## config.mk

```make
export PLATFORM = sky130hd
export DESIGN_NAME = tlb_way_ram
export DESIGN_NICKNAME = d
export VERILOG_FILES = /design/src/tlb_pkg.sv /design/src/tlb_way_ram.sv
export VERILOG_INCLUDE_DIRS = /design/src
export SDC_FILE = /design/constraint.sdc
export NUM_CORES = 2
export LEC_CHECK = 0
export CORE_MARGIN = 3
export CORE_UTILIZATION = 45
export DETAILED_ROUTE_END_ITERATION = 6
export DONT_BUFFER_PORTS = 1
export PLACE_DENSITY = 0.67
export SYNTH_ARGS = -nofsm -noshare
export SYNTH_HDL_FRONTEND = slang
export SYNTH_SLANG_ARGS = --single-unit
```

## constraint.sdc

```tcl
create_clock -name clk -period 13.5 [get_ports clk]
set_clock_uncertainty 0.2 [all_clocks]
set_input_delay 2.7 -clock clk [delete_from_list [all_inputs] [get_ports clk]]
set_output_delay 2.7 -clock clk [all_outputs]
set_load 0.01 [all_outputs]
```

## src/tlb_consts.svh

```systemverilog
// Cache geometry and timing constants, included by the package and the testbench
`ifndef TLB_CONSTS_SVH
`define TLB_CONSTS_SVH

// ==================================================
// Geometry
// ==================================================

// Number of sets and the width of a set index
`define TLB_SETS 64
`define TLB_IDX_BITS 6

// Associativity and the width of a way number
`define TLB_WAYS 4
`define TLB_WAY_BITS 2

// Page number widths, all in the cache's own page size
`define TLB_VA_PAGE_BITS 20
`define TLB_PA_PAGE_BITS 20

// Virtual page bits left above the set index
`define TLB_TAG_BITS 14

// ==================================================
// Timing
// ==================================================

// Depth of the recent fill history
`define TLB_HIST_ENTRIES 4

// Cycles from a sampled lookup to its hit or miss pulse
`define TLB_LOOKUP_LATENCY 6

// Cycles from a flush pulse to the start of the sweep
`define TLB_FLUSH_DELAY 2

`endif

```

## src/tlb_pkg.sv

```systemverilog
// Shared types of the translation cache, imported by every RTL module and the testbench
`default_nettype none

`include "tlb_consts.svh"

package tlb_pkg;

    // Page numbers. The low TLB_IDX_BITS of a virtual page select the set
    typedef logic [`TLB_VA_PAGE_BITS-1:0] t_va_page;
    typedef logic [`TLB_PA_PAGE_BITS-1:0] t_pa_page;

    typedef logic [`TLB_IDX_BITS-1:0] t_set_idx;
    typedef logic [`TLB_TAG_BITS-1:0] t_va_tag;

    // One bit per way, and a way number
    typedef logic [`TLB_WAYS-1:0] t_way_vec;
    typedef logic [`TLB_WAY_BITS-1:0] t_way_idx;

    // One stored translation. An all-zero entry is invalid
    typedef struct packed
    {
        logic     valid;
        t_va_tag  tag;
        t_pa_page pa;
    } t_tlb_entry;

    // Fill path states, in the order a fill walks through them
    typedef enum logic [2:0]
    {
        FILL_IDLE,
        FILL_CHECK_HISTORY,
        FILL_DROP_DUPS,
        FILL_PICK_WAY,
        FILL_INSERT
    } t_fill_state;

endpackage

`default_nettype wire

```

## src/tlb_way_ram.sv

```systemverilog
// One way of translation storage, instantiated once per way by the cache top level
`timescale 1ns/1ns
`default_nettype none

`include "tlb_consts.svh"

module tlb_way_ram
    import tlb_pkg::*;
(
    input  wire logic clk,
    input  t_set_idx  waddr,
    input  wire logic wen,
    input  t_tlb_entry wdata,
    input  t_set_idx  raddr,
    output t_tlb_entry rdata
);

    // Entry array. The maintenance sweep makes every entry invalid after reset
    t_tlb_entry mem [`TLB_SETS];

    // Read address register, first of the two read cycles
    t_set_idx raddr_q;

    always_ff @(posedge clk)
    begin
        // A write and a read of the same set on one edge return the old entry
        if (wen)
        begin
            mem[waddr] <= wdata;
        end

        raddr_q <= raddr;

        // Output register, so data follows the address by two edges
        rdata <= mem[raddr_q];
    end

endmodule

`default_nettype wire

```

* Word level (Yosys, flattened, before mapping)
Memory sizes are Yosys's and may differ from the RTL's. A register that Yosys moved wholly into a read port is not among the register bits. Cells that the tools add are included.
Cells by class: mux-type cells 2
Operator list (number):
- $mux 1 | 2
Storage, ports and cells: output and inout bits 35, RAM bits 2240, bits in registers 6, memories kept 1, bits of input ports 49
Memory list:
- mem | words 64, width 35, rd ports 1, clocked after memory_dff 1, wr ports 1, line tlb_way_ram.sv:19 | t_tlb_entry mem [`TLB_SETS];

* Longest topological paths before layout
depth after elaboration 2, gate-level depth with buffers 10, gate-level depth less buffers 5

* Worst setup path after synthesis
Ideal clock, no wire load.
path kind input port to flip-flop, start input waddr[3], end memory mem[48][0] (netlist name) (enable), library setup time 0.471 ns, data arrival time 5.600 ns, stages on the path 4, setup slack 7.229 ns, required time 12.829 ns, buffers on the path 1, path through clkbuf_1 nor2b_1 nand4b_1 nor3_1
RTL lines:
- start: declaration | line tlb_way_ram.sv:11 | input t_set_idx waddr,
- end: declaration | line tlb_way_ram.sv:19
No word-level cell before the write port.

==> run summary <==
The hold violation count in the final report came out at 0. The placed instances occupy a cell area of 89,600 um^2. Timing would allow up to 0.189 GHz.

The final setup TNS is 0 ps. The final reports fail on capacitance limit, slew limit. The number of sinks handled by clock tree synthesis came out at between 2k and 2.5k. The worst vdd rail ir drop is around 0.13 mV.

The first detailed-routing pass took 5 iterations. The via count of the first global-routing pass is around 41k. The net count of the finished layout is approximately 4.0k. The post-CTS repair timing setup buffer count is 0.

In this design, the stage delay of the slowest critical-path cell is around 900 ps. The netlist uses 38 different library cells. After synthesis, the mean cell area works out to between 20 and 25 um^2. After technology mapping, the gate count stands at 3,841. In this run, synthesis inferred between 2k and 2.5k flip-flops with an integrated enable.

The number of vias per cell after detailed routing is 6.33. The DRC violation total after the first TritonRoute iteration came out at between 6k and 7k. Detailed placement finished with a half-perimeter wire length of between 100,000 and 150,000 um. The kind of cell adding the most delay to the critical path is buffers and inverters. Among all cell types in the netlist, the one instantiated most often is edfxtp_1. The number of clock buffers inserted by TritonCTS came out at between 200 and 250.

The total buffers and inverters traversed by the critical path came out at 3. The number of cells on the critical path came out at 7. The starting density of the core is 45.3%.

The clock root buffer master is clkbuf_16. The flop and latch count out of synthesis is 2,281. Traced cell by cell, the critical path runs through buf_12, buf_12, buf_4, mux4_2, a211o_1, a31oi_1, nor2_1. The most used flip-flop cell after synthesis is edfxtp_1. For the worst flop-to-flop path, the logic depth is 7. The total overflow reported by the global router came out at 0. The min-delay analysis places its worst path in the category flop to flop. STA classifies the critical path endpoint as a flop. The placeable core region is ~190,000 um^2. For the pin with the worst max-slew slack, the measured transition is around 1500 ps. The area of the mapped netlist came out at 86,300 um^2. The library cell appearing most often on the critical path is buf_12.

The number of nets in the synthesized netlist is about 4k. Setup repair after global routing left no endpoint under its margin. Sorting the synthesized cells by area gives the leading types as edfxtp_1 78%, mux4_2 13%, mux2i_1 1.8%. The flow ran to the end, but the final reports show violations. The via total after detailed routing came out at ~42k. The final period utilization came out at slightly below 40%.

The max-slew violation total from the final report is 1. Once layout is complete, the utilization of the core stands at about 51%. The top cell type by area accounts for approximately 78% of the synthesized area. The critical hold path startpoint is mem[24][28]. The I/O pin total is 84. The signal arrival time at the worst endpoint came out at 5790 ps.

The synthesized design spends more area on one cell type than any other, namely edfxtp_1. The horizontal die dimension came out at 444 um. The final RePlAce weighted congestion came out at 0.859. The hold buffer count at CTS is 0. The largest buffer count on any clock path came out at 3. TritonCTS built the clock tree. By startpoint and endpoint, the worst setup path is classified as flop to flop.

On the critical path, the stage with the largest delay is an instance of dfxtp_4. Entering global routing, the biggest net connects between 100 and 150 pins. Tracing the worst setup path back leads to its startpoint at raddr_q[0].

Compared with the post-synthesis result, the final layout area differs by 11.9%. The share of synthesized flip-flops with an asynchronous set or reset came out at 0%. The number of failing setup endpoints in the final timing report is 0. The critical register-to-register path startpoint is raddr_q[0]. The headroom to the max-slew limit is -0.0449%.

The floorplan step set the die height to between 400 and 500 um. The commonest cells after synthesis are 2,240 x edfxtp_1, 486 x mux4_2, 157 x mux2i_1. The worst hold path stage count is 4. The final period demand of the worst path came out at 5300 ps. The total detailed-routing wirelength came out at about 230,000 um. The number of buffers inserted by port buffering is 0. The initial antenna violation count is 14.

The sequential-to-total area share from yosys stat is approximately four fifths. The leakage dissipation is between 20 and 30 nW. STA puts the critical path data required time at between 10,000 and 15,000 ps. The die footprint is about 200,000 um^2. In the global route stage, overall resource usage came out at 23.5%. Once detail routing completed, the nets flagged for antenna violations numbered 0. Including well taps, the total number of placed cells is between 6k and 7k.

Of all nets on the critical path, the largest fanout is around 120. The finished cells cover 96,600 um^2. The final non-filler cell total is about 6.6k. The Yosys step of the flow raised 0 warnings.

The clock edge transition at the registers on the reported setup and hold paths came out at approximately 60 ps. Power spread over the standard cell area amounts to around 150 nW/um^2. After clock tree synthesis, the repair step resized 0 gates.

The first global-routing pass estimated roughly 330,000 um of wire. Dividing the detail-routed wire length by the instance count gives between 30 and 40 um. The H-tree generated during clock tree synthesis spans 4 levels. The proportion of layout cells with a drive suffix above 1 is 25.0%.

The worst setup path is launched from a flop. The number of rows in the core area came out at 160. After detailed routing, the number of remaining DRC violations is 0. Clock latency on the worst-skew pair, taken at its later pin, is approximately 850 ps.

The max-capacitance violation count came out at 1.
-- final cells by class --
type,instances,area [um^2]
clock inverters,107,1020
fillers,14600,93800
repair buffers,95,791
multi-input cells,1340,17600
clock buffers,292,5900
diodes,10,25.0
well taps,2511,3140
inverters,1,3.75
flip-flops and latches,2281,68100
-- cells by family after synthesis --
kind of cell | count (synthesis) | synth area share [%]
buf+inv | 220 | 1.30
simple gates | 351 | 1.99
flops | 2281 | 78.9
mux | 708 | 15.4
compound gates | 281 | 2.45
-- power by group --
group          total [mW]  switching [mW]  internal [mW]
logic               0.600           0.373          0.227
clock network        5.91            2.61           3.30
registers            7.89          0.0586           7.84
total                14.4            3.04           11.4
-- final timing paths --
kind	end	slack [ps]
worst max-delay path	rdata[14]	8200
worst max register to register	rdata[14]	8200
worst min-delay path	rdata[28]	630
worst min register to register	rdata[28]	630
-- worst reg2reg max path: cells and delay by family (launching register included) --
kind                   cells  cell delay [ps]
AND/OR/NAND/NOR            1              150
buffers and inverters      3             2470
flip-flops                 1              920
AO/OA/AOI/OAI              2              770
multiplexers               1              650
-- through the flow --
| stage | hold slack [ps] | setup WS [ps] | total power, mW |
|---|---|---|---|
| floorplan | 492 | 7230 | 8.39 |
| global route | 652 | 7880 | 14.8 |
| detailed placement | 613 | 7970 | 8.64 |
| finish | 628 | 8200 | 14.4 |
| global placement | 602 | 7890 | 8.64 |
| CTS | 628 | 8120 | 14.5 |
-- cell usage in the layout (no fill, tap or decap), types with 24 or more instances in the layout --
master	instances
mux2_2	65
nand3_1	66
buf_4	88
clkbuf_16	219
nor2_1	24
o22ai_1	87
a22oi_1	54
edfxtp_1	2240
nor2_4	63
clkbuf_1	58
dfxtp_1	36
mux2i_1	157
clkinv_1	42
a221o_1	32
mux4_2	486
clkinv_2	31
nand2_1	74
o221ai_1	51
nand4_1	49
-- metal layers --
| metal | vias up | track usage [%] | share of wire [%] |
|---|---|---|---|
| met5 | - | 0 | 0.0052 |
| met4 | 2 | 5.47 | 2.4 |
| met3 | 316 | 6.37 | 12 |
| met2 | 2624 | 35.3 | 46 |
| met1 | 22500 | 34.7 | 39 |
| li1 | 16600 | - | - |
-- state kept, by name (all words and copies together) (netlist names) --
register and count:
rdata 35, mem 2240, raddr_q 6
No activity file was read; power rests on OpenSTA's default activity.
