### src/tlb_consts.svh
// Cache geometry and timing constants, included by the package and the testbench
`ifndef TLB_CONSTS_SVH
`define TLB_CONSTS_SVH

// ==================================================
// Geometry
// ==================================================

// Number of sets and the width of a set index
`define TLB_SETS 64
`define TLB_IDX_BITS 6

// Associativity and the width of a way number
`define TLB_WAYS 4
`define TLB_WAY_BITS 2

// Page number widths, all in the cache's own page size
`define TLB_VA_PAGE_BITS 20
`define TLB_PA_PAGE_BITS 20

// Virtual page bits left above the set index
`define TLB_TAG_BITS 14

// ==================================================
// Timing
// ==================================================

// Depth of the recent fill history
`define TLB_HIST_ENTRIES 4

// Cycles from a sampled lookup to its hit or miss pulse
`define TLB_LOOKUP_LATENCY 6

// Cycles from a flush pulse to the start of the sweep
`define TLB_FLUSH_DELAY 2

`endif

### src/tlb_pkg.sv
// Shared types of the translation cache, imported by every RTL module and the testbench
`default_nettype none

`include "tlb_consts.svh"

package tlb_pkg;

    // Page numbers. The low TLB_IDX_BITS of a virtual page select the set
    typedef logic [`TLB_VA_PAGE_BITS-1:0] t_va_page;
    typedef logic [`TLB_PA_PAGE_BITS-1:0] t_pa_page;

    typedef logic [`TLB_IDX_BITS-1:0] t_set_idx;
    typedef logic [`TLB_TAG_BITS-1:0] t_va_tag;

    // One bit per way, and a way number
    typedef logic [`TLB_WAYS-1:0] t_way_vec;
    typedef logic [`TLB_WAY_BITS-1:0] t_way_idx;

    // One stored translation. An all-zero entry is invalid
    typedef struct packed
    {
        logic     valid;
        t_va_tag  tag;
        t_pa_page pa;
    } t_tlb_entry;

    // Fill path states, in the order a fill walks through them
    typedef enum logic [2:0]
    {
        FILL_IDLE,
        FILL_CHECK_HISTORY,
        FILL_DROP_DUPS,
        FILL_PICK_WAY,
        FILL_INSERT
    } t_fill_state;

endpackage

`default_nettype wire

### src/tlb_maint.sv
// Flush, page invalidate and insert arbitration for the shared way write port
`timescale 1ns/1ns
`default_nettype none

`include "tlb_consts.svh"

module tlb_maint
    import tlb_pkg::*;
(
    input  wire logic clk,
    input  wire logic reset,
    input  wire logic flush_tlb,
    input  wire logic inval_page_en,
    input  t_va_page  inval_page_va,
    input  wire logic ins_en,
    input  t_set_idx  ins_idx,
    input  t_va_tag   ins_tag,
    input  t_pa_page  ins_pa,
    input  t_way_vec  ins_way_vec,
    output logic      lookup_ready,
    output logic      hist_clear,
    output t_set_idx  waddr,
    output t_tlb_entry wdata,
    output t_way_vec  wen
);

    // ==================================================
    // Flush request and sweep counter
    // ==================================================

    // Flush pulses travel down this register before the sweep starts
    logic [`TLB_FLUSH_DELAY-1:0] flush_dly;

    logic     sweep_active;
    t_set_idx sweep_idx;

    always_ff @(posedge clk)
    begin
        if (reset)
        begin
            // Reset starts a sweep too, since the memories power up unknown
            flush_dly    <= '0;
            sweep_active <= 1'b1;
            sweep_idx    <= '0;
            hist_clear   <= 1'b0;
        end
        else
        begin
            flush_dly  <= {flush_dly[`TLB_FLUSH_DELAY-2:0], flush_tlb};
            hist_clear <= flush_tlb | inval_page_en;

            // A flush during a sweep restarts it from set 0
            if (flush_dly[`TLB_FLUSH_DELAY-1])
            begin
                sweep_active <= 1'b1;
                sweep_idx    <= '0;
            end
            else if (sweep_active)
            begin
                sweep_idx <= sweep_idx + 1'b1;
                if (sweep_idx == t_set_idx'(`TLB_SETS-1))
                begin
                    sweep_active <= 1'b0;
                end
            end
        end
    end

    // Lookups are meaningless while entries are being cleared
    assign lookup_ready = ~sweep_active;

    // ==================================================
    // Write port, sweep then invalidate then insert
    // ==================================================

    // Address and data are payload and follow the winning source
    always_ff @(posedge clk)
    begin
        if (sweep_active)
        begin
            waddr <= sweep_idx;
            wdata <= '0;
        end
        else if (inval_page_en)
        begin
            // The whole set goes, whichever way holds the page
            waddr <= t_set_idx'(inval_page_va);
            wdata <= '0;
        end
        else
        begin
            waddr       <= ins_idx;
            wdata.valid <= 1'b1;
            wdata.tag   <= ins_tag;
            wdata.pa    <= ins_pa;
        end
    end

    always_ff @(posedge clk)
    begin
        if (reset)
        begin
            wen <= '0;
        end
        else if (sweep_active || inval_page_en)
        begin
            wen <= '1;
        end
        else if (ins_en)
        begin
            // Only the victim way is written
            wen <= ins_way_vec;
        end
        else
        begin
            wen <= '0;
        end
    end

endmodule

`default_nettype wire

### config.mk
export PLATFORM = sky130hd
export DESIGN_NAME = tlb_maint
export DESIGN_NICKNAME = d
export VERILOG_FILES = /design/src/tlb_pkg.sv /design/src/tlb_maint.sv
export VERILOG_INCLUDE_DIRS = /design/src
export SDC_FILE = /design/constraint.sdc
export NUM_CORES = 1
export LEC_CHECK = 0
export BUFFER_PORTS_ARGS = -buffer_cell sky130_fd_sc_hd__buf_4
export CAP_MARGIN = 20
export CORE_MARGIN = 1
export CORE_UTILIZATION = 30
export DETAILED_ROUTE_END_ITERATION = 10
export GPL_ROUTABILITY_DRIVEN = 0
export MAX_ROUTING_LAYER = met4
export PLACE_DENSITY = 0.61
export SETUP_SLACK_MARGIN = 0.2
export SYNTH_ARGS = -nofsm -noshare
export SYNTH_HDL_FRONTEND = slang
export SYNTH_SLANG_ARGS = --single-unit
### constraint.sdc
create_clock -name clk -period 1.5 [get_ports clk]
set_input_delay 0 -clock clk [delete_from_list [all_inputs] [get_ports clk]]
set_output_delay 0 -clock clk [all_outputs]
set_load 0.02 [all_outputs]
After elaboration in Yosys (flattened, before gate mapping)
Cells that the tools add are included.
W data, S select, Z words.
{"block": "word_totals", "ff_bits": 55, "inputBits": 69, "out_inout_bits": 47, "wordCells": 23}
{"block": "op_classes", "add_sub_neg": 1, "eq_ne": 1, "n_mux": 7, "n_bitwise": 2, "n_reduce_logical": 3}
{"op": "$mux W35", "n": 1}
{"op": "$mux W6", "n": 2}
{"op": "$mux W4", "n": 2}
{"op": "$add A6 B1 Y6 const B", "n": 1}
{"op": "$eq A6 B6 Y1 const B", "n": 1}
{"op": "$reduce_or A2 Y1", "n": 2}
{"op": "$mux W1", "n": 2}
{"op": "$logic_or A1 B1 Y1", "n": 1}
{"op": "$not A1 Y1", "n": 1}
{"op": "$or A1 B1 Y1", "n": 1}

Longest topological paths before layout
{"block": "depth", "ltp_word": 3, "ltp_mapped": 5, "ltp_nobuf": 4}

Worst setup path after synthesis
No wires, ideal clock.
{"block": "synth_timing", "kind": "register -> register", "from": "register sweep_active", "to": "register sweep_idx[5]", "setup_time_ns": 0.070, "t_arrival_ns": 1.006, "t_required_ns": 1.430, "slack_ns": 0.424, "path_stages_with_launch": 5, "path_buffers": 1, "synth_period_minus_slack_ns": 1.076, "cell_sequence": "dfxtp_1 buf_6 nand4_2 or3_1 a21oi_1"}
{"item": "start: declaration", "line": "tlb_maint.sv:34", "rtl": "logic sweep_active;"}
{"item": "start signal: assignment", "line": "tlb_maint.sv:43", "rtl": "sweep_active <= 1'b1;"}
{"item": "start signal: assignment", "line": "tlb_maint.sv:55", "rtl": "sweep_active <= 1'b1;"}
{"item": "start signal: assignment", "line": "tlb_maint.sv:63", "rtl": "sweep_active <= 1'b0;"}
{"item": "end signal: assignment", "line": "tlb_maint.sv:60", "rtl": "sweep_idx <= sweep_idx + 1'b1;"}
{"item": "end: declaration", "line": "tlb_maint.sv:35", "rtl": "t_set_idx sweep_idx;"}

Worst setup path in the final report
{"block": "layout_timing", "from": "input ins_idx[2]", "to": "register waddr[2]"}
{"block": "layout_between", "elab_chain_len": 2}
{"item": "start: declaration", "line": "tlb_maint.sv:16", "rtl": "input t_set_idx ins_idx,"}
{"item": "$mux W6", "line": "tlb_maint.sv:84", "rtl": "else if (inval_page_en)"}
{"item": "$mux W6", "line": "tlb_maint.sv:79", "rtl": "if (sweep_active)"}
{"item": "end signal: assignment", "line": "tlb_maint.sv:81", "rtl": "waddr <= sweep_idx;"}
{"item": "end signal: assignment", "line": "tlb_maint.sv:87", "rtl": "waddr <= t_set_idx'(inval_page_va);"}
{"item": "end signal: assignment", "line": "tlb_maint.sv:92", "rtl": "waddr <= ins_idx;"}
{"item": "end: declaration", "line": "tlb_maint.sv:22", "rtl": "output t_set_idx waddr,"}
Every way passes these cells.
A chain may end at the register's enable or synchronous reset.

==> results.yml <==
die:
  die_area_um2: 5891
  dieHeight_um: 76.76
  die_w_um: 76.76
  ios: 116
  start_util_pct: 32.01
  coreArea_um2: 5238
  rows: 26
power:
  clkPwrFrac_pct: 35.2
  p_sw_uw: 548.7
  ir_drop_v: 0.0004020
  p_int_mw: 2.247
  cellPowerDensity_nw_per_um2: 880.8
  netSwitchingFraction_pct: 19.62
  p_leak_nw: 1.517
  seqPwrFrac_pct: 53.5
  comb_power_share_pct: 11.4
timing:
  post-route-period-util_pct: 81.83
  tns_ns: 0
  setup_violations: 0
  whs_ns: 0.009236
  slew_headroom_pct: 85.94
  worstMarginPinSlew_ns: 0.2106
  finalCriticalPeriod_ns: 1.227
  setup_ws_ns: 0.2726
  clock_skew_ns: 0.007664
  max_freq_ghz: 0.8147
  grt_setup_unrepaired: "no"
  hold_viol: 0
  slew_violations: 0
synthesis:
  synth-xor-area-share_pct: 2.090
  synth_compound_area_share_pct: 3.881
  ys_seq_elements: 55
  avgSynthCellArea_um2: 11.10
  syn_nets: 221
  netlist_instances: 151
  synth_top_family_by_area: "simple AND/OR/NAND/NOR gates"
  synthFlopType: "dfxtp_1"
  yosysMostFrequentCell: "dfxtp_1"
  synthAdderAreaFrac_pct: 0.7463
  synthSimpleGateAreaFrac_pct: 20.45
  synth_top_area_share_pct: 65.67
  ys_top_cells_by_area: "dfxtp_1, and2_1, mux2i_1"
  ys_warn_count: 0
  synth_edf_count: 0
  synth.mux.area_fraction_pct: 4.179
  yosysSeqAreaShare_pct: 65.67
  synth_area_um2: 1677
  netlist_top_cells_count: "dfxtp_1, and2_1, nand2_1, nor2_1, o21ai_0"
  ys_types: 22
  yosys.area.top_type: "dfxtp_1"
  synthArstFlopShare_pct: 0
cts:
  clk_latency_ns: 0.30
  clockRootBuffer: "clkbuf_8"
  post_cts_buffers: 0
  htree_levels: 2
  post_cts_resized: 0
  cts_buffer_depth: 2
  cts.clk_slew.worst_paths_ns: 0.10
  cts_buffers: 5
  cts_sinks: 55
  postCtsHoldBufs: 55
  tritoncts: "yes"
setup_path:
  worstSetupPathType: "primary input to flop"
  r2r_cells: 3
  cp_cell_sequence: "dlygate4sd3_1 > buf_4 > mux2i_1 > dlygate4sd3_1 > o21ai_0"
  critPathMaxFanout: 1
  timing.rr.start: "sweep_idx[2]"
  cpPeakStageDelay_ns: 0.56
  cpMostUsedCell: "dlygate4sd3_1"
  r2r_end: "sweep_idx[5]"
  cp_data_required_time_ns: 1.69
  r2r_setup_slack_ns: 0.35
  startpoint_type: "primary input"
  cp-end-kind: "flop"
  crit_slowest_cell: "dlygate4sd3_1"
  arrival_ns: 1.42
place:
  place_hpwl_mm: 2.478
  port_buffers: 101
  place_worst_setup_slack_ns: 0.3746
  placed_cell_area_um2: 2506
global_route:
  grt_usage_pct: 14.71
  grt-ovfl-total: 0
  grt_max_degree: 39
  grt_pass1_vias: 1423
  antenna_found_initial: 0
  grt_pass1_wl_mm: 6.630
routing:
  drtIter0Drc: 57
  ant_nets: 0
  drt_wl_total_mm: 4.105
  drt_pass1_iterations: 4
  drc: 0
  routedWlPerCell_um: 10.83
  vias: 1517
  vias_per_cell: 4.003
layout:
  layout-drive-gt1-share_pct: 36.89
  synthToLayoutAreaGrowth_pct: 89.33
  postLayoutCellArea_um2: 3174
  diodes: 0
  nNetsFinal: 378
worst_hold_path:
  whs_path_depth: 3
  hold_path_class: "primary input to flop"
  hold_start: "ins_idx[0]"
  min_to: "waddr[0]"
job:
  cap_viol_max_count: 0
status:
  status: "completed"
## logic make-up after synthesis
group	after synthesis
muxes	7
AOI/OAI and AO/OA	13
xor gates and xnor gates	4
DFF	55
and+or+nand+nor	62
adders and majority gates	1
buffers and inverters	9
## power by group through the flow
stage               Clock (mW)  Combinational [mW]  Sequential, mW
finish                   0.984               0.317            1.49
global route              1.08               0.343            1.50
CTS                       1.02               0.315            1.49
detailed placement           0               0.196            1.53
global placement             0               0.195            1.53
floorplan                    0              0.0433            1.54
## worst max-delay path by stage
stage,from,to,slack [ns],cells past startpoint
CTS,ins_idx[2],waddr[2],0.28,5
finish,ins_idx[2],waddr[2],0.27,5
floorplan,sweep_active,sweep_idx[5],0.42,4
detailed placement,sweep_idx[2],sweep_idx[5],0.37,3
global placement,sweep_idx[2],sweep_idx[5],0.39,3
global route,sweep_active,lookup_ready,0.22,3
## area by class of cell
cell class                 count  area (µm²)
clock buffer                   6       82.58
clock inverter                 2       35.03
fill                         444        2063
inverter                       1       3.754
multi-input combinational     87       528.0
sequential                    55        1101
tap                           70       87.58
timing repair buffer         158        1336
## cells in the final DEF (no fill, tap or decap)
cell type,n
a21oi_1,5
and2_1,34
buf_12,1
buf_4,102
bufinv_16,1
clkbuf_8,6
clkinv_2,1
dfxtp_1,55
dlygate4sd3_1,55
ha_1,1
inv_1,1
mux2i_1,7
nand2_1,12
nand2b_1,1
nand3_1,1
nand4_1,1
nand4_2,1
nor2_1,7
nor2_2,1
nor2b_1,2
o21ai_0,8
or2_2,1
or3_1,1
xnor2_1,1
xor2_1,3
## sequential cells by signal, indices dropped and copies added (netlist names)
register / flops
sweep_idx: 6
wdata: 35
hist_clear: 1
wen: 4
flush_dly: 2
waddr: 6
sweep_active: 1
## through the flow
step | std cells | total power [mW] | util, %
after CTS | 379 | 2.827 | 60.61
final | 379 | 2.796 | 60.61
after floorplan | 151 | 1.588 | -
after global routing | 379 | 2.923 | 60.61
after detailed placement | 316 | 1.725 | 47.85
after global placement | 316 | 1.723 | 47.85
## worst max-delay path: cells and delay by family
| kind | cells | cell delay [ns] |
|---|---|---|
| buf+inv | 3 | 1.23 |
| mux | 1 | 0.12 |
| compound gates | 1 | 0.06 |
## per-layer routing
metal	GRT usage, %	routed length [µm]	vias up	part of all wire [%]
met4	4.038	38	0	0.93
li1	-	-	787	-
met2	25.80	2091	55	51
met3	4.405	265	6	6.5
met1	16.01	1710	669	42
met5	-	0	-	0
No activity file was read; power rests on OpenSTA's default activity.
