<file path="src/tlb_consts.svh">
// Cache geometry and timing constants, included by the package and the testbench
`ifndef TLB_CONSTS_SVH
`define TLB_CONSTS_SVH

// ==================================================
// Geometry
// ==================================================

// Number of sets and the width of a set index
`define TLB_SETS 64
`define TLB_IDX_BITS 6

// Associativity and the width of a way number
`define TLB_WAYS 4
`define TLB_WAY_BITS 2

// Page number widths, all in the cache's own page size
`define TLB_VA_PAGE_BITS 20
`define TLB_PA_PAGE_BITS 20

// Virtual page bits left above the set index
`define TLB_TAG_BITS 14

// ==================================================
// Timing
// ==================================================

// Depth of the recent fill history
`define TLB_HIST_ENTRIES 4

// Cycles from a sampled lookup to its hit or miss pulse
`define TLB_LOOKUP_LATENCY 6

// Cycles from a flush pulse to the start of the sweep
`define TLB_FLUSH_DELAY 2

`endif

</file>
<file path="src/tlb_pkg.sv">
// Shared types of the translation cache, imported by every RTL module and the testbench
`default_nettype none

`include "tlb_consts.svh"

package tlb_pkg;

    // Page numbers. The low TLB_IDX_BITS of a virtual page select the set
    typedef logic [`TLB_VA_PAGE_BITS-1:0] t_va_page;
    typedef logic [`TLB_PA_PAGE_BITS-1:0] t_pa_page;

    typedef logic [`TLB_IDX_BITS-1:0] t_set_idx;
    typedef logic [`TLB_TAG_BITS-1:0] t_va_tag;

    // One bit per way, and a way number
    typedef logic [`TLB_WAYS-1:0] t_way_vec;
    typedef logic [`TLB_WAY_BITS-1:0] t_way_idx;

    // One stored translation. An all-zero entry is invalid
    typedef struct packed
    {
        logic     valid;
        t_va_tag  tag;
        t_pa_page pa;
    } t_tlb_entry;

    // Fill path states, in the order a fill walks through them
    typedef enum logic [2:0]
    {
        FILL_IDLE,
        FILL_CHECK_HISTORY,
        FILL_DROP_DUPS,
        FILL_PICK_WAY,
        FILL_INSERT
    } t_fill_state;

endpackage

`default_nettype wire

</file>
<file path="src/tlb_dup_filter.sv">
// Short history of recent fills that flags a fill request for a page just inserted
`timescale 1ns/1ns
`default_nettype none

`include "tlb_consts.svh"

module tlb_dup_filter
    import tlb_pkg::*;
(
    input  wire logic clk,
    input  wire logic reset,
    input  wire logic clear,
    input  wire logic check_en,
    input  t_set_idx  check_idx,
    input  t_va_tag   check_tag,
    output logic      not_duplicate
);

    // Entry 0 is the newest
    logic [`TLB_HIST_ENTRIES-1:0] hist_valid;
    t_set_idx hist_idx [`TLB_HIST_ENTRIES];
    t_va_tag  hist_tag [`TLB_HIST_ENTRIES];

    // Request kept for the history update one edge later
    logic     check_q;
    t_set_idx check_idx_q;
    t_va_tag  check_tag_q;

    logic found;

    always_comb
    begin
        found = 1'b0;
        for (int i = 0; i < `TLB_HIST_ENTRIES; i++)
        begin
            found |= hist_valid[i] && (hist_idx[i] == check_idx) && (hist_tag[i] == check_tag);
        end
    end

    always_ff @(posedge clk)
    begin
        check_idx_q <= check_idx;
        check_tag_q <= check_tag;

        // Payload shifts with the valid bits
        if (check_q && not_duplicate)
        begin
            hist_idx[0] <= check_idx_q;
            hist_tag[0] <= check_tag_q;
            for (int i = 1; i < `TLB_HIST_ENTRIES; i++)
            begin
                hist_idx[i] <= hist_idx[i-1];
                hist_tag[i] <= hist_tag[i-1];
            end
        end
    end

    always_ff @(posedge clk)
    begin
        if (reset || clear)
        begin
            hist_valid    <= '0;
            check_q       <= 1'b0;
            not_duplicate <= 1'b0;
        end
        else
        begin
            check_q       <= check_en;
            not_duplicate <= ~found;

            if (check_q && not_duplicate)
            begin
                // Older entries of the same set may name the way just replaced
                hist_valid[0] <= 1'b1;
                for (int i = 1; i < `TLB_HIST_ENTRIES; i++)
                begin
                    hist_valid[i] <= hist_valid[i-1] && (hist_idx[i-1] != check_idx_q);
                end
            end
        end
    end

endmodule

`default_nettype wire

</file>
<file path="src/tlb_fill_ctrl.sv">
// Fill FSM that filters duplicates, picks a random victim way and issues the insert
`timescale 1ns/1ns
`default_nettype none

`include "tlb_consts.svh"

module tlb_fill_ctrl
    import tlb_pkg::*;
(
    input  wire logic clk,
    input  wire logic reset,
    input  wire logic fill_en,
    input  t_va_page  fill_va,
    input  t_pa_page  fill_pa,
    input  wire logic hist_clear,
    output logic      ins_en,
    output t_set_idx  ins_idx,
    output t_va_tag   ins_tag,
    output t_pa_page  ins_pa,
    output t_way_vec  ins_way_vec
);

    t_fill_state state;

    // Fill being worked on, captured in FILL_IDLE
    t_va_page fill_va_q;
    t_pa_page fill_pa_q;

    logic not_duplicate;

    // Set and tag both come from the captured page
    assign ins_idx = fill_va_q[`TLB_IDX_BITS-1:0];
    assign ins_tag = fill_va_q[`TLB_VA_PAGE_BITS-1:`TLB_IDX_BITS];
    assign ins_pa  = fill_pa_q;

    tlb_dup_filter dup_filter
    (
        .clk           (clk),
        .reset         (reset),
        .clear         (hist_clear),
        .check_en      (state == FILL_CHECK_HISTORY),
        .check_idx     (ins_idx),
        .check_tag     (ins_tag),
        .not_duplicate (not_duplicate)
    );

    // ==================================================
    // Random victim selection
    // ==================================================

    // Free-running 8-bit maximal LFSR, taps 8 6 5 4
    logic [7:0] lfsr;
    t_way_idx   victim_idx;

    assign victim_idx = lfsr[`TLB_WAY_BITS-1:0];

    always_ff @(posedge clk)
    begin
        if (reset)
        begin
            lfsr <= 8'h01;
        end
        else
        begin
            lfsr <= {lfsr[6:0], lfsr[7] ^ lfsr[5] ^ lfsr[4] ^ lfsr[3]};
        end
    end

    // ==================================================
    // Fill FSM
    // ==================================================

    always_ff @(posedge clk)
    begin
        if (reset)
        begin
            state <= FILL_IDLE;
        end
        else
        begin
            case (state)
                FILL_IDLE:
                begin
                    // Fills arriving in any other state are lost
                    if (fill_en)
                    begin
                        state <= FILL_CHECK_HISTORY;
                    end
                end
                FILL_CHECK_HISTORY:
                begin
                    state <= FILL_DROP_DUPS;
                end
                FILL_DROP_DUPS:
                begin
                    // A recent fill already placed this page, so nothing to do
                    state <= not_duplicate ? FILL_PICK_WAY : FILL_IDLE;
                end
                FILL_PICK_WAY:
                begin
                    state <= FILL_INSERT;
                end
                default:
                begin
                    state <= FILL_IDLE;
                end
            endcase
        end
    end

    always_ff @(posedge clk)
    begin
        if ((state == FILL_IDLE) && fill_en)
        begin
            fill_va_q <= fill_va;
            fill_pa_q <= fill_pa;
        end

        // Victim held steady through FILL_INSERT
        if (state == FILL_PICK_WAY)
        begin
            ins_way_vec <= t_way_vec'(1) << victim_idx;
        end
    end

    // One-cycle insert request to the write arbiter
    assign ins_en = (state == FILL_INSERT);

endmodule

`default_nettype wire

</file>
<file path="config.mk">
export PLATFORM = sky130hd
export DESIGN_NAME = tlb_fill_ctrl
export DESIGN_NICKNAME = d
export VERILOG_FILES = /design/src/tlb_pkg.sv /design/src/tlb_dup_filter.sv /design/src/tlb_fill_ctrl.sv
export VERILOG_INCLUDE_DIRS = /design/src
export SDC_FILE = /design/constraint.sdc
export NUM_CORES = 1
export LEC_CHECK = 0
export BUFFER_PORTS_ARGS = -buffer_cell sky130_fd_sc_hd__buf_4
export CORE_UTILIZATION = 46
export CTS_CLUSTER_SIZE = 10
export DETAILED_ROUTE_END_ITERATION = 8
export HOLD_SLACK_MARGIN = 0.08
export PLACE_DENSITY = 0.65
export SETUP_SLACK_MARGIN = 0.3
export SLEW_MARGIN = 20
export SYNTH_ARGS = -nofsm -noshare
export SYNTH_HDL_FRONTEND = slang
export SYNTH_SLANG_ARGS = --single-unit
export TNS_END_PERCENT = 5
</file>
<file path="constraint.sdc">
create_clock -name clk -period 6.6 [get_ports clk]
set_input_delay 0.33 -clock clk [delete_from_list [all_inputs] [get_ports clk]]
set_output_delay 0.33 -clock clk [all_outputs]
set_load 0.05 [all_outputs]
</file>
# Yosys cells after proc, flatten, opt, wreduce, memory -nomap -nowiden
# Memories as Yosys holds them, arrays and structs flattened.
# Index checks and enable logic that the tools add are counted.
[totals] elab_cells=56 reg_bits=81 out_inout_bits=45 n_memories=2 ram_bits=80 in_bits=44
[classes] n_mux=5 shift=1 n_reduce_logical=15 eq_ne=16 bitwise=7
[memory_table] name="dup_filter.hist_tag" words=4 width=14 read_ports=4 rd_ports_with_merged_regs=0 wr=4 line_no="tlb_dup_filter.sv:22" rtl="t_va_tag hist_tag [`TLB_HIST_ENTRIES];"
[memory_table] name="dup_filter.hist_idx" words=4 width=6 read_ports=4 rd_ports_with_merged_regs=0 wr=4 line_no="tlb_dup_filter.sv:21" rtl="t_set_idx hist_idx [`TLB_HIST_ENTRIES];"
[op_table] operator="14-bit == test" n=4
[op_table] operator="6-bit == test" n=4
[op_table] operator="6-bit inequality test" n=3
[op_table] operator="1-bit logical AND" n=13
[op_table] operator="3-bit one-hot mux with 4 select lines" n=1
[op_table] operator="3-bit by 2-bit == test with 1-bit output, second input constant" n=2
[op_table] operator="1-bit by 2-bit left shift with 4-bit output, first input constant" n=1
[op_table] operator="3-bit by 1-bit == test with 1-bit output, second input constant" n=1
[op_table] operator="3-bit == test, second input constant" n=1
[op_table] operator="3-bit zero test" n=1
[op_table] operator="3-bit two-way mux" n=1
[op_table] operator="1-bit OR" n=3
[op_table] operator="1-bit XOR" n=3
[op_table] operator="1-bit two-way mux" n=2
[op_table] operator="2-bit two-way mux" n=1
[op_table] operator="2-bit inequality test, second input constant" n=1
[op_table] operator="1-bit logical OR" n=1
[op_table] operator="1-bit inverter" n=1

# Longest topological paths before layout
[depth] word_depth=7 depth_mapped=6 ltp_nobuf=5

# Cells and area by module
# A second synthesis with hierarchy kept.
[hier_totals] hier_cells=335 area_unflattened_um2=5813.1
[by_module_without_submodules] mod="tlb_dup_filter" area_each_um2=4082.7 seq_area_each_um2=2922.8 n_inst=1 cells_each=254
[by_module_without_submodules] mod="tlb_fill_ctrl" area_each_um2=1730.4 seq_area_each_um2=1541.5 n_inst=1 cells_each=81

# Least setup slack after synthesis
# Ideal clock, no wire load.
[synth_path] kind="reg-to-reg" start="register state[0]" end="register fill_va_q[0], enable pin" stages_incl_launch_ff=2 arrival_time_ns=4.572 setup_ns=0.551 period_less_slack_ns=5.123 t_required_ns=6.049 n_path_buf=0 slack_ns=1.477 path_cell_list="dfxtp_1 nor4b_1"
[synth_between] elab_chain_len=2
[synth_lines] element="start: declaration" line_no="tlb_fill_ctrl.sv:23" rtl="t_fill_state state;"
[synth_lines] element="start signal: assignment" line_no="tlb_fill_ctrl.sv:97" rtl="state <= not_duplicate ? FILL_PICK_WAY : FILL_IDLE;"
[synth_lines] element="3-bit zero test" line_no="tlb_fill_ctrl.sv:113" rtl="if ((state == FILL_IDLE) && fill_en)"
[synth_lines] element="1-bit logical AND" line_no="tlb_fill_ctrl.sv:113"
[synth_lines] element="end signal: assignment" line_no="tlb_fill_ctrl.sv:115" rtl="fill_va_q <= fill_va;"
[synth_lines] element="end: declaration" line_no="tlb_fill_ctrl.sv:26" rtl="t_va_page fill_va_q;"
# No other way between the ends.
# A chain may end at the register's enable or synchronous reset.

# Final worst setup path
[layout_path] start="register dup_filter.not_duplicate" end="register dup_filter.hist_valid[3]"
[layout_between] elab_chain_len=1
[layout_lines] element="start: declaration" line_no="tlb_dup_filter.sv:16" rtl="output logic not_duplicate"
[layout_lines] element="start signal: assignment" line_no="tlb_dup_filter.sv:69" rtl="not_duplicate <= ~found;"
[layout_lines] element="1-bit logical AND" line_no="tlb_dup_filter.sv:71" rtl="if (check_q && not_duplicate)"
[layout_lines] element="end signal: indexed assignment" line_no="tlb_dup_filter.sv:77" rtl="hist_valid[i] <= hist_valid[i-1] && (hist_idx[i-1] != check_idx_q);"
[layout_lines] element="end: declaration" line_no="tlb_dup_filter.sv:20" rtl="logic [`TLB_HIST_ENTRIES-1:0] hist_valid;"
# No other way between the ends.

==> results_dict.tcl <==
set metrics [dict create \
    status "finished clean" \
    antennaDiodeCount 0 \
    dr.first_iter.drc_count 155 \
    synth_fp_nets 378 \
    yosys-top-cells-count "edfxtp_1, xnor2_1, dfxtp_1" \
    p_int_uw 1930 \
    grt_pass1_vias 3244 \
    r2r_setup_slack_ns 4.58 \
    cts_buffer_depth 2 \
    drive_above_1_share_pct 25.5 \
    p_comb_share_pct 7.6 \
    placed_cells 590 \
    row_count 40 \
    arrival_ns 2.37 \
    clock_latency_ns 0.42 \
    crit_path_end_kind "flop" \
    dieArea_sq_mm 0.0131 \
    clkTransAtPathRegs_ns 0.06 \
    reg2reg_to "dup_filter.hist_valid[3]" \
    fin_cells 662 \
    setup_violations 0 \
    post-synth-top-area-fraction_pct 64.2 \
    fin_crit_ns 2.02 \
    nets 525 \
    worstPathMaxFanout 76 \
    cts_tree "yes" \
    synthTopCellsByArea "edfxtp_1, dfxtp_1, xnor2_1" \
    syn_avg_cell_area_sq_um 17.4 \
    cts-root-buf "clkbuf_16" \
    final_max_slew_viol_count 0 \
    synth_ff_type "edfxtp_1" \
    hold_viol 0 \
    synth_top_cell_by_area "edfxtp_1" \
    netlist_instances 334 \
    startpoint "dup_filter.not_duplicate" \
    synth_edf_count 124 \
    die_width_microns 114 \
    synth.most_common_cell "edfxtp_1" \
    clkPwrFrac_pct 45.1 \
    timing.slew.headroom_pct 34.3 \
    vias 3180 \
    worst_pin_slew_ns 0.986 \
    synth_area_sq_mm 0.00580 \
    ir_drop_mv 0.204 \
    cts_buffers 17 \
    worstSetupStartpointType "flop" \
    power.total_uw 2440 \
    cpPeakStageDelay_ns 0.76 \
    ys_ff_latch 161 \
    power.density_mw_per_mm2 315 \
    start_util_pct 47.7 \
    drv_cap 0 \
    dp_hpwl_microns 7170 \
    grt_max_degree 77 \
    critPathRequiredTime_ns 6.96 \
    final.setup.tns_ns 0 \
    fin_skew_ns 0.00752 \
    ys_warn_count 0 \
    async_reset_ff_share_pct 0 \
    r2r-start "dup_filter.not_duplicate" \
    dieHeight_microns 114 \
    fillers 868 \
    core_area_sq_mm 0.0122 \
    drc_errors 0 \
    syn2layout_area_growth_pct 33.7 \
    crit_chain "nand2_1, inv_2, buf_4, o311ai_0, a21oi_1" \
    fin_crit_sh_pct 30.6 \
    path_class "reg2reg" \
    fmax_mhz 496 \
    crit_end "dup_filter.hist_valid[3]" \
    drtPass1Iterations 4 \
    num_io_pins 89 \
    postLayoutCoreUtil_pct 63.8 \
    h-tree-depth 4 \
    grt_first_pass_wirelength_microns 17000 \
    cts_resized 0 \
    place.gp.congestion 0.847 \
    wl_microns 11100 \
    seq_area_frac_synth_pct 77.0 \
    track_usage_pct 18.2 \
    rsz0062_at_grt "false" \
    reg2reg_depth 5 \
    cp_slowest_cell "buf_4" \
    clock-sinks 161 \
    ant_nets 0 \
    ys_types 26 \
    antenna_found_initial 0 \
    wl_per_cell_microns 16.8 \
    swShare_pct 20.9 \
    port_buffers 88 \
    viasPerCell 4.80 \
    p_seq_share_pct 47.3 \
    hp-class "in2reg" \
    leakage_uw 0.00276 \
    grt_overflow_total 0 \
    switching_power_uw 509 \
]
## worst min-delay path by stage
| stage | start | endpoint | slack [ns] | depth (start not counted) |
|---|---|---|---|---|
| 3_5_place_dp | dup_filter.check_tag_q[0] | dup_filter.hist_tag[0][0] | 0.39 | 0 |
| 3_3_place_gp | dup_filter.check_tag_q[4] | dup_filter.hist_tag[0][4] | 0.39 | 0 |
| 4_1_cts | fill_pa[18] | ins_pa[18] | 0.08 | 1 |
| 2_1_floorplan | dup_filter.check_tag_q[0] | dup_filter.hist_tag[0][0] | 0.39 | 0 |
| 6_report | hist_clear | dup_filter.check_q | 0.09 | 2 |
| 5_1_grt | hist_clear | dup_filter.check_q | 0.09 | 2 |
## critical path, delay by kind of cell, from the launching register on
family          cells  cell delay (ns)
buf+inv             2             0.95
compound gates      2             0.51
flops               1             0.35
simple gates        1             0.13
## power by group through the flow
| stage | Combinational (uW) | Sequential, uW | Clock, uW |
|---|---|---|---|
| 2_1_floorplan | 47.4 | 1230 | 0 |
| 3_3_place_gp | 167 | 1170 | 0 |
| 3_5_place_dp | 167 | 1180 | 0 |
| 4_1_cts | 185 | 1160 | 1120 |
| 5_1_grt | 196 | 1160 | 1150 |
| 6_report | 185 | 1150 | 1100 |
## routing by layer
layer	share of wire [%]	routed length (microns)	track usage, %	vias up
met2	48	5380	28.9	94
met5	0	0	0	-
met3	5.2	580	5.61	21
li1	-	-	-	1522
met4	2.1	237	8.31	0
met1	44	4910	23.0	1543
## cell usage in the layout, fill, tap and decap left out, drive strengths merged, types with 9 or more instances in the layout
cell,n
edfxtp,124
xor2,36
dlygate4sd3,40
nor4,14
nor2b,9
xnor2,65
nand4,15
buf,91
dfxtp,37
clkbuf,22
## timing repair
action | in CTS | in global routing
buffers inserted | 0 | 0
hold buffers | 37 | 3
endpoints found under the hold margin | 37 | 3
## cell type report
class	count	area (sq um)	area share, %
Clock buffer	22	464	5.98
Tap cell	168	210	2.71
Inverter	1	3.75	0.0484
Multi-Input combinational cell	169	1320	17.1
Timing Repair Buffer	131	1080	14.0
Clock inverter	10	206	2.66
Sequential cell	161	4460	57.6
## through the flow
step,cell area [sq um],hold slack [ns],setup slack [ns]
2_1_floorplan,5800,0.386,1.48
3_3_place_gp,6690,0.387,4.69
3_5_place_dp,6690,0.389,4.56
4_1_cts,7730,0.0802,4.55
5_1_grt,7760,0.0885,4.38
6_report,7760,0.0907,4.58
## cell families after synthesis
group           after synthesis  synth area share [%]
compound gates                8                  1.01
simple gates                 59                  6.28
xor+xnor                    101                  15.3
flops                       161                  77.0
buf+inv                       4                 0.302
mux                           1                 0.173
## registers in the layout (all words and copies together) (netlist names)
name                      flops
dup_filter.hist_tag          56
dup_filter.check_idx_q        6
ins_pa                       20
dup_filter.hist_valid         4
dup_filter.hist_idx          24
state                         3
lfsr                          8
fill_va_q                    20
dup_filter.check_q            1
ins_way_vec                   4
dup_filter.check_tag_q       14
dup_filter.not_duplicate      1
No activity file was read; power rests on OpenSTA's default activity.
